--- config.mk ---
export PLATFORM = sky130hd
export DESIGN_NAME = frame_buffer_top
export DESIGN_NICKNAME = d
export VERILOG_FILES = /design/src/logic/vid_timing_pkg.sv /design/src/logic/vram_pkg.sv /design/src/logic/xga_timing.sv /design/src/logic/zbt_port.sv /design/src/logic/vram_scanout.sv /design/src/logic/pattern_writer.sv /design/src/logic/video_out_stage.sv /design/src/logic/frame_buffer_top.sv
export SDC_FILE = /design/constraint.sdc
export NUM_CORES = 1
export LEC_CHECK = 0
export BUFFER_PORTS_ARGS = -buffer_cell sky130_fd_sc_hd__buf_2
export CAP_MARGIN = 5
export CORE_MARGIN = 2
export CORE_UTILIZATION = 50
export DETAILED_ROUTE_END_ITERATION = 16
export HOLD_SLACK_MARGIN = 0.1
export PLACE_DENSITY = 0.7
export SLEW_MARGIN = 20
export SYNTH_ARGS = -nofsm -noshare
export SYNTH_HDL_FRONTEND = slang
export SYNTH_SLANG_ARGS = --single-unit
--- constraint.sdc ---
create_clock -name clk -period 5.3 [get_ports clk]
set_clock_uncertainty 0.1 [all_clocks]
set_input_delay 0 -clock clk [delete_from_list [all_inputs] [get_ports clk]]
set_output_delay 0 -clock clk [all_outputs]
set_load 0.1 [all_outputs]
--- src/logic/vid_timing_pkg.sv ---
// XGA raster timing definitions
package vid_timing_pkg;

   ////////////////////////////////////////////////////////////////////////////
   // horizontal geometry, clocks per line

   localparam int H_ACTIVE = 1024;
   localparam int H_FRONT  = 24;
   localparam int H_SYNC   = 136;
   localparam int H_BACK   = 160;
   localparam int H_TOTAL  = H_ACTIVE + H_FRONT + H_SYNC + H_BACK;

   // hsync low window, start inclusive and end exclusive
   localparam int H_SYNC_START = H_ACTIVE + H_FRONT;
   localparam int H_SYNC_END   = H_SYNC_START + H_SYNC;

   ////////////////////////////////////////////////////////////////////////////
   // vertical geometry, lines per frame

   localparam int V_ACTIVE = 768;
   localparam int V_FRONT  = 3;
   localparam int V_SYNC   = 6;
   localparam int V_BACK   = 29;
   localparam int V_TOTAL  = V_ACTIVE + V_FRONT + V_SYNC + V_BACK;

   localparam int V_SYNC_START = V_ACTIVE + V_FRONT;
   localparam int V_SYNC_END   = V_SYNC_START + V_SYNC;

   localparam int HCOUNT_W = 11;
   localparam int VCOUNT_W = 10;

   // pipeline depth from raster position to scan-out pixel
   localparam int SCAN_LAT = 4;
   // and from raster position to the video pins
   localparam int PIX_LAT  = 5;

   // one raster position together with its sync and blank flags
   typedef struct packed {
      logic [HCOUNT_W-1:0] hcount;
      logic [VCOUNT_W-1:0] vcount;
      logic                hsync_n;
      logic                vsync_n;
      logic                blank;
   } raster_pos_t;

   // grey level
   typedef logic [7:0] pixel_t;

   typedef enum logic {SRC_FRAMEBUF, SRC_VBARS} disp_src_e;

   // position (0,0) with syncs idle and the pixel visible
   localparam raster_pos_t POS_RESET = '{hcount: '0, vcount: '0, hsync_n: 1'b1,
                                         vsync_n: 1'b1, blank: 1'b0};

endpackage

--- src/logic/vram_pkg.sv ---
// Video memory definitions
package vram_pkg;

   ////////////////////////////////////////////////////////////////////////////
   // ZBT SRAM geometry

   // 512k words of 36 bits
   localparam int ADDR_W = 19;
   localparam int WORD_W = 36;

   // one pixel per byte lane, four lanes in the low 32 bits
   localparam int BYTES_PER_WORD = 4;

   // pipelined ZBT: data on the pins two clocks after the address
   localparam int MEM_LAT = 2;

   typedef logic [ADDR_W-1:0] vram_addr_t;
   typedef logic [WORD_W-1:0] vram_word_t;

   // one access request, taken in the cycle it is valid
   // data is ignored for reads
   typedef struct packed {
      logic       valid;
      vram_addr_t addr;
      vram_word_t data;
   } vram_req_t;

   ////////////////////////////////////////////////////////////////////////////
   // operation tags and pattern selection

   // what a memory pipeline stage is doing
   typedef enum logic [1:0] {
      OP_IDLE,
      OP_READ,
      OP_WRITE
   } vram_op_e;

   // width of one horizontal bar in pattern writer counts
   typedef enum logic {
      PERIOD_8,
      PERIOD_16
   } bar_period_e;

endpackage

--- src/logic/xga_timing.sv ---
// XGA timing generator
`timescale 1ns/1ps

module xga_timing import vid_timing_pkg::*;
(
   input  logic        clk,
   input  logic        rst_n,
   output raster_pos_t pos
);

   logic                h_wrap;
   logic                v_wrap;
   logic [HCOUNT_W-1:0] h_next;
   logic [VCOUNT_W-1:0] v_next;
   raster_pos_t         pos_next;

   ////////////////////////////////////////////////////////////////////////////
   // next position

   always_comb
   begin
      h_wrap = (pos.hcount == HCOUNT_W'(H_TOTAL - 1));
      v_wrap = (pos.vcount == VCOUNT_W'(V_TOTAL - 1));

      // column runs every clock
      if (h_wrap)
         h_next = '0;
      else
         h_next = pos.hcount + 1'b1;

      // line steps only at end of line
      if (!h_wrap)
         v_next = pos.vcount;
      else if (v_wrap)
         v_next = '0;
      else
         v_next = pos.vcount + 1'b1;

      // flags decoded from the next counts, so they register together
      pos_next.hcount  = h_next;
      pos_next.vcount  = v_next;
      pos_next.hsync_n = !((h_next >= HCOUNT_W'(H_SYNC_START)) &&
                           (h_next <  HCOUNT_W'(H_SYNC_END)));
      pos_next.vsync_n = !((v_next >= VCOUNT_W'(V_SYNC_START)) &&
                           (v_next <  VCOUNT_W'(V_SYNC_END)));
      pos_next.blank   = (h_next >= HCOUNT_W'(H_ACTIVE)) ||
                         (v_next >= VCOUNT_W'(V_ACTIVE));
   end

   ////////////////////////////////////////////////////////////////////////////
   // raster register

   always_ff @(posedge clk)
   begin
      if (!rst_n)
         pos <= POS_RESET;
      else
         pos <= pos_next;
   end

   // column must never reach the line length
   a_hcount_range: assert property (
      @(posedge clk) disable iff (!rst_n)
      pos.hcount < HCOUNT_W'(H_TOTAL)
   ) else $error("hcount out of range");

endmodule

--- src/logic/zbt_port.sv ---
// ZBT SRAM port
`timescale 1ns/1ps

module zbt_port import vram_pkg::*;
(
   input  logic       clk,
   input  logic       rst_n,
   input  vram_req_t  rd_req,
   input  vram_req_t  wr_req,
   output vram_word_t rd_data,
   output logic       rd_valid,
   output vram_addr_t ram_addr,
   output logic       ram_we_n,
   output vram_word_t ram_dq_out,
   output logic       ram_dq_oe,
   input  vram_word_t ram_dq_in
);

   vram_op_e   op_in;
   // stage 0 lines up with the address on the pins
   vram_op_e   op_pipe    [0:MEM_LAT];
   vram_word_t wdata_pipe [0:MEM_LAT];

   ////////////////////////////////////////////////////////////////////////////
   // request select

   // write wins, although both valid together never happens
   always_comb
   begin
      if (wr_req.valid)
         op_in = OP_WRITE;
      else if (rd_req.valid)
         op_in = OP_READ;
      else
         op_in = OP_IDLE;
   end

   ////////////////////////////////////////////////////////////////////////////
   // control pipeline

   always_ff @(posedge clk)
   begin
      if (!rst_n)
      begin
         ram_we_n <= 1'b1;
         for (int i = 0; i <= MEM_LAT; i++)
            op_pipe[i] <= OP_IDLE;
      end
      else
      begin
         ram_we_n   <= !wr_req.valid;
         op_pipe[0] <= op_in;
         for (int i = 1; i <= MEM_LAT; i++)
            op_pipe[i] <= op_pipe[i-1];
      end
   end

   ////////////////////////////////////////////////////////////////////////////
   // address and write data

   always_ff @(posedge clk)
   begin
      if (wr_req.valid)
         ram_addr <= wr_req.addr;
      else
         ram_addr <= rd_req.addr;

      // write data trails the address by MEM_LAT
      wdata_pipe[0] <= wr_req.data;
      for (int i = 1; i <= MEM_LAT; i++)
         wdata_pipe[i] <= wdata_pipe[i-1];
   end

   // last stage owns the data bus
   assign ram_dq_out = wdata_pipe[MEM_LAT];
   assign ram_dq_oe  = (op_pipe[MEM_LAT] == OP_WRITE);

   // read data is on the pins in the last stage
   assign rd_data  = ram_dq_in;
   assign rd_valid = (op_pipe[MEM_LAT] == OP_READ);

   // scan-out and pattern writer are scheduled apart by the raster
   a_no_collision: assert property (
      @(posedge clk) disable iff (!rst_n)
      !(rd_req.valid && wr_req.valid)
   ) else $error("read and write requested together");

   // bus driven only for a write address MEM_LAT clocks back
   a_oe_write_only: assert property (
      @(posedge clk) disable iff (!rst_n)
      ram_dq_oe |-> $past(!ram_we_n, MEM_LAT)
   ) else $error("data bus driven outside a write");

endmodule

--- src/logic/vram_scanout.sv ---
// Frame buffer scan-out
`timescale 1ns/1ps

module vram_scanout import vid_timing_pkg::*, vram_pkg::*;
(
   input  logic        clk,
   input  logic        rst_n,
   input  raster_pos_t pos,
   output vram_req_t   rd_req,
   input  vram_word_t  rd_data,
   input  logic        rd_valid,
   output pixel_t      pix,
   output raster_pos_t pix_pos
);

   raster_pos_t pos_pipe [0:SCAN_LAT-1];
   vram_word_t  word_q;
   logic [1:0]  lane;

   ////////////////////////////////////////////////////////////////////////////
   // read issue

   // one read per four active columns
   // address is 256 words per line plus column / 4
   always_comb
   begin
      rd_req.valid = !pos.blank && (pos.hcount[1:0] == 2'd0);
      rd_req.addr  = vram_addr_t'({pos.vcount, pos.hcount[9:2]});
      rd_req.data  = '0;
   end

   ////////////////////////////////////////////////////////////////////////////
   // position delay and word latch

   always_ff @(posedge clk)
   begin
      if (!rst_n)
      begin
         for (int i = 0; i < SCAN_LAT; i++)
            pos_pipe[i] <= POS_RESET;
         word_q <= '0;
      end
      else
      begin
         pos_pipe[0] <= pos;
         for (int i = 1; i < SCAN_LAT; i++)
            pos_pipe[i] <= pos_pipe[i-1];
         // word holds for its four pixels until the next read returns
         if (rd_valid)
            word_q <= rd_data;
      end
   end

   assign pix_pos = pos_pipe[SCAN_LAT-1];

   ////////////////////////////////////////////////////////////////////////////
   // byte lane select

   // leftmost pixel sits in the top lane, bits 35:32 unused
   assign lane = 2'(BYTES_PER_WORD - 1) - pix_pos.hcount[1:0];
   assign pix  = word_q[lane*$bits(pixel_t) +: $bits(pixel_t)];

   // returned word must belong to a first column of a group, active video
   a_read_return: assert property (
      @(posedge clk) disable iff (!rst_n)
      rd_valid |-> (pos_pipe[SCAN_LAT-2].hcount[1:0] == 2'd0) &&
                   !pos_pipe[SCAN_LAT-2].blank
   ) else $error("read data returned at wrong raster position");

endmodule

--- src/logic/pattern_writer.sv ---
// Bar pattern writer
`timescale 1ns/1ps

module pattern_writer import vram_pkg::*;
(
   input  logic        clk,
   input  logic        rst_n,
   input  logic        blank,
   input  bar_period_e period,
   output vram_req_t   wr_req
);

   logic [31:0] cycle_cnt;
   logic [3:0]  bar_nib;

   ////////////////////////////////////////////////////////////////////////////
   // cycle counter

   // free running from reset, doubles as write address
   always_ff @(posedge clk)
   begin
      if (!rst_n)
         cycle_cnt <= '0;
      else
         cycle_cnt <= cycle_cnt + 1'b1;
   end

   ////////////////////////////////////////////////////////////////////////////
   // pattern word

   // grey level steps every 8 or 16 addresses
   always_comb
   begin
      if (period == PERIOD_16)
         bar_nib = cycle_cnt[7:4];
      else
         bar_nib = cycle_cnt[6:3];
   end

   // only blanking cycles are free for writes
   always_comb
   begin
      wr_req.valid = blank;
      wr_req.addr  = cycle_cnt[ADDR_W-1:0];
      // same byte in all four lanes, top nibble of the word left zero
      wr_req.data  = vram_word_t'({BYTES_PER_WORD{bar_nib, 4'h0}});
   end

endmodule

--- src/logic/video_out_stage.sv ---
// Video output stage
`timescale 1ns/1ps

module video_out_stage import vid_timing_pkg::*;
(
   input  logic        clk,
   input  logic        rst_n,
   input  disp_src_e   src,
   input  pixel_t      pix,
   input  raster_pos_t pix_pos,
   output pixel_t      vga_pixel,
   output logic        vga_hsync_n,
   output logic        vga_vsync_n,
   output logic        vga_blank
);

   pixel_t pix_sel;

   ////////////////////////////////////////////////////////////////////////////
   // source select

   always_comb
   begin
      // black outside the active area
      if (pix_pos.blank)
         pix_sel = '0;
      // hardwired bars, eight shades across 64 columns each
      else if (src == SRC_VBARS)
         pix_sel = {pix_pos.hcount[8:6], 5'b0};
      else
         pix_sel = pix;
   end

   ////////////////////////////////////////////////////////////////////////////
   // output registers

   // sync and blank take the same single stage as the pixel
   always_ff @(posedge clk)
   begin
      if (!rst_n)
      begin
         vga_pixel   <= '0;
         vga_hsync_n <= 1'b1;
         vga_vsync_n <= 1'b1;
         vga_blank   <= 1'b0;
      end
      else
      begin
         vga_pixel   <= pix_sel;
         vga_hsync_n <= pix_pos.hsync_n;
         vga_vsync_n <= pix_pos.vsync_n;
         vga_blank   <= pix_pos.blank;
      end
   end

endmodule

--- src/logic/frame_buffer_top.sv ---
// Frame buffer display top
`timescale 1ns/1ps

module frame_buffer_top import vid_timing_pkg::*, vram_pkg::*;
(
   input  logic        clk,
   input  logic        rst_n,
   input  disp_src_e   src,
   input  bar_period_e period,
   output pixel_t      vga_pixel,
   output logic        vga_hsync_n,
   output logic        vga_vsync_n,
   output logic        vga_blank,
   output vram_addr_t  ram_addr,
   output logic        ram_we_n,
   output vram_word_t  ram_dq_out,
   output logic        ram_dq_oe,
   input  vram_word_t  ram_dq_in
);

   raster_pos_t pos;
   raster_pos_t scan_pos;
   pixel_t      scan_pix;
   vram_req_t   rd_req;
   vram_req_t   wr_req;
   vram_word_t  rd_data;
   logic        rd_valid;

   xga_timing u_timing (.clk, .rst_n, .pos);

   // reads in active video, writes in blanking
   zbt_port u_port (
      .clk, .rst_n, .rd_req, .wr_req, .rd_data, .rd_valid,
      .ram_addr, .ram_we_n, .ram_dq_out, .ram_dq_oe, .ram_dq_in
   );

   vram_scanout u_scan (
      .clk, .rst_n, .pos, .rd_req, .rd_data, .rd_valid,
      .pix(scan_pix), .pix_pos(scan_pos)
   );

   pattern_writer u_pattern (.clk, .rst_n, .blank(pos.blank), .period, .wr_req);

   video_out_stage u_out (
      .clk, .rst_n, .src, .pix(scan_pix), .pix_pos(scan_pos),
      .vga_pixel, .vga_hsync_n, .vga_vsync_n, .vga_blank
   );

   // end to end delay of sync and blank through scan-out and output stage
   a_hsync_lat: assert property (
      @(posedge clk) disable iff (!rst_n)
      !pos.hsync_n |-> ##PIX_LAT !vga_hsync_n
   ) else $error("hsync delay mismatch");

   a_blank_lat: assert property (
      @(posedge clk) disable iff (!rst_n)
      pos.blank |-> ##PIX_LAT vga_blank
   ) else $error("blank delay mismatch");

endmodule

==> metrics.md <==
| Metric | Value |
|---|---|
| 1st-iter DRT viols | `254` |
| Die area | `13110 µm²` |
| Slowest-stage cell, CP | `nor4b_1` |
| Maximum number of pins on one net before global-route repair | `about 100` |
| Wire per inst | `13.57 µm` |
| Initial Utilization | `0.5103` |
| Largest cells by area after synthesis | `dfxtp_1 (50%), nand2_1 (5.7%), and2_1 (4.9%)` |
| Syn_area_per_cell | `between 9 and 10 µm²` |
| First-pass GRT wire length | `19260 µm` |
| Synth Flop Type | `dfxtp_1` |
| Post-synth top area cell | `dfxtp_1` |
| CTS tree | `yes` |
| N_diodes | `0` |
| DRC viols | `0` |
| Total Wirelength | `11710 µm` |
| Mux cell area share after synthesis | `0.07503` |
| Slowest stage delay, CP | `0.59 ns` |
| Worst r2r src | `u_timing.pos[19]$_SDFF_PN0_` |
| Final ANT Viol Nets | `0` |
| Post-synthesis simple-gate area fraction | `0.2034` |
| Final nets | `748` |
| HP Class | `reg -> reg` |
| Req. time, crit path | `5.52 ns` |
| Vias post-DR | `~4300` |
| Largest family of logic cells by synthesized area | `simple AND/OR/NAND/NOR gates` |
| Area share of xor/xnor cells in the synthesized design | `0.03875` |
| #FFs+latches synth | `153` |
| Outcome | `completed` |
| Crit path time final | `around 2.6 ns` |
| GR Util All Layers | `0.1895` |
| Area Growth Syn to Fin | `20.11%` |
| Slew Limit Headroom | `0.3236` |
| Final Cycle Share | `0.4956` |
| Core box area | `11960 µm²` |
| CP cell instances | `nor4b_1 -> nand4_2 -> o21ai_2 -> nand2b_1 -> o21ai_0 -> or2_2` |
| Rows | `40` |
| Synth Warn # | `0` |
| Final setup TNS | `0 ns` |
| DR pass1 iterations | `5` |
| Die height | `114.5 µm` |
| Pleak | `3.010 nW` |
| RSZ-0062 raised after global routing | `false` |
| GR Overflow Total | `0` |
| Final core occ | `0.6129` |
| Clk sink count | `153` |
| Critical Path Start | `u_timing.pos[19]$_SDFF_PN0_` |
| Crit end category | `flip-flop` |
| Initial antenna violation count | `0` |
| Min-delay src | `u_port.wdata_pipe[0][67]$_DFF_P_` |
| Post-synth ARST share | `0` |
| Final GP Congestion | `0.8027` |
| Clk Latency, worst-skew pair | `0.43 ns` |
| Measured slew at the worst slew-check pin | `1.013 ns` |
| Clock root buffer master | `clkbuf_16` |
| Port bufs | `83` |
| Top Ports | `108` |
| PwrDens | `348.5 nW/µm²` |
| DP Wirelength | `7255 µm` |
| Most frequent cell after synthesis | `dfxtp_1` |
| Max Cap Viol | `0` |
| Final setup fails | `0` |
| Post-synth EDFFs | `0` |
| Pins Over Slew Limit | `0` |
| Sequential share of the synthesized area | `0.5018` |
| Clock Tree Buf Depth | `2` |
| Complex-gate fraction of the synthesized area | `0.09799` |
| Final hold slack | `approximately 0.23 ns` |
| Buffers inserted by post-CTS timing repair | `0` |
| Maximum VDD drop | `0.1798 mV` |
| Synth top area share | `0.5018` |
| Worst path top cell family by delay | `simple AND/OR/NAND/NOR gates` |
| Mapped cell area | `6103 µm²` |
| Worst-path clk slew | `0.06 ns` |
| H-tree levels | `4` |
| Post-synthesis cell count | `a little over 600` |
| Number of global-route vias before repair | `4060` |
| Via density per instance | `5.028` |
| Final Hold Viols | `0` |
| Commonest cells in the netlist | `dfxtp_1 (153), nand2_1 (92), and2_1 (48)` |
| Buf+Inv Stages, Crit Path | `0` |
| Peak Freq | `380.7 MHz` |
| Share of cells above drive strength 1 | `0.2221` |
| Cell variety after synth | `57` |
| Post-synthesis adder-cell area fraction | `0.01025` |
| CP Class | `reg -> reg` |
| Die Wd | `114.5 µm` |
| Worst setup SP type | `flip-flop` |
| Num CTS Buffers | `17` |
| Worst-path fanout max | `18` |
| Worst EP arrival | `approximately 2.9 ns` |
logic make-up after synthesis:
kind of cell / Yosys count
simple gates: 240
xor+xnor: 27
fa+ha+maj: 5
mux: 33
flops: 153
other cells: 1
compound gates: 82
buf+inv: 78
power by group:
group	switching (mW)	internal [mW]	total, mW
combinational	0.107	0.0461	0.153
sequential	0.0111	1.17	1.18
clock	0.471	0.755	1.23
placed cells by master (no fill, tap or decap), types with 13 or more instances in the layout:
cell type and instances:
dfxtp_1 153, conb_1 20, nand3_1 13, and2_1 48
nor2b_1 13, a21boi_0 38, mux2_2 22, buf_2 83
xnor2_1 13, nor2_1 18, nand2_1 92, xor2_1 14
clkbuf_16 17, dlygate4sd3_1 35, nand2b_1 15
what timing repair did:
item,CTS,global route
hold endpoints to repair,49,0
hold buffers,35,0
gates resized for setup,0,0
through the flow:
| step | power [mW] | std cells | worst slack, ns | area [µm²] |
|---|---|---|---|---|
| floorplan | 1.318 | 638 | 3.103 | 6175 |
| global placement | 1.330 | 796 | 2.730 | 6362 |
| detailed placement | 1.332 | 796 | 2.703 | 6362 |
| CTS | 2.581 | 863 | 2.684 | 7323 |
| global route | 2.645 | 863 | 2.435 | 7331 |
| finish | 2.555 | 863 | 2.673 | 7331 |
per-layer routing:
layer	wire length, µm	up-vias	GRT usage
met3	645	24	0.05082
met5	0	-	0
li1	-	2183	-
met1	5262	2017	0.2415
met4	309	0	0.1049
met2	5490	115	0.2919
flip-flops by register name (all words and copies together), names as in the netlist:
name,count
u_port.wdata_pipe,12
u_scan.pos_pipe,32
u_out.vga_hsync_n,1
u_pattern.cycle_cnt,19
u_timing.pos,24
u_out.vga_blank,1
u_out.vga_pixel,8
u_port.op_pipe,3
u_port.ram_we_n,1
u_port.ram_addr,19
u_scan.word_q,32
u_out.vga_vsync_n,1
cell type report:
cell class | instances | area, µm²
clock inverter | 14 | 171.4
tap | 147 | 183.9
clock buffer | 18 | 439.2
inverter | 5 | 18.77
multi-input combinational | 407 | 2681
sequential | 153 | 3063
fill | 983 | 4631
timing repair buffer | 119 | 773.2
path summary, 6_finish.rpt:
path	end	slack (ns)	cells after the start
worst min register to register	u_port.wdata_pipe[0][95]$_DFF_P_	0.23	0
worst min-delay path	u_port.wdata_pipe[0][95]$_DFF_P_	0.23	0
worst max-delay path	u_timing.pos[0]$_SDFF_PN0_	2.67	6
worst max register to register	u_timing.pos[0]$_SDFF_PN0_	2.67	6
Power figures use the tool's default switching activity.
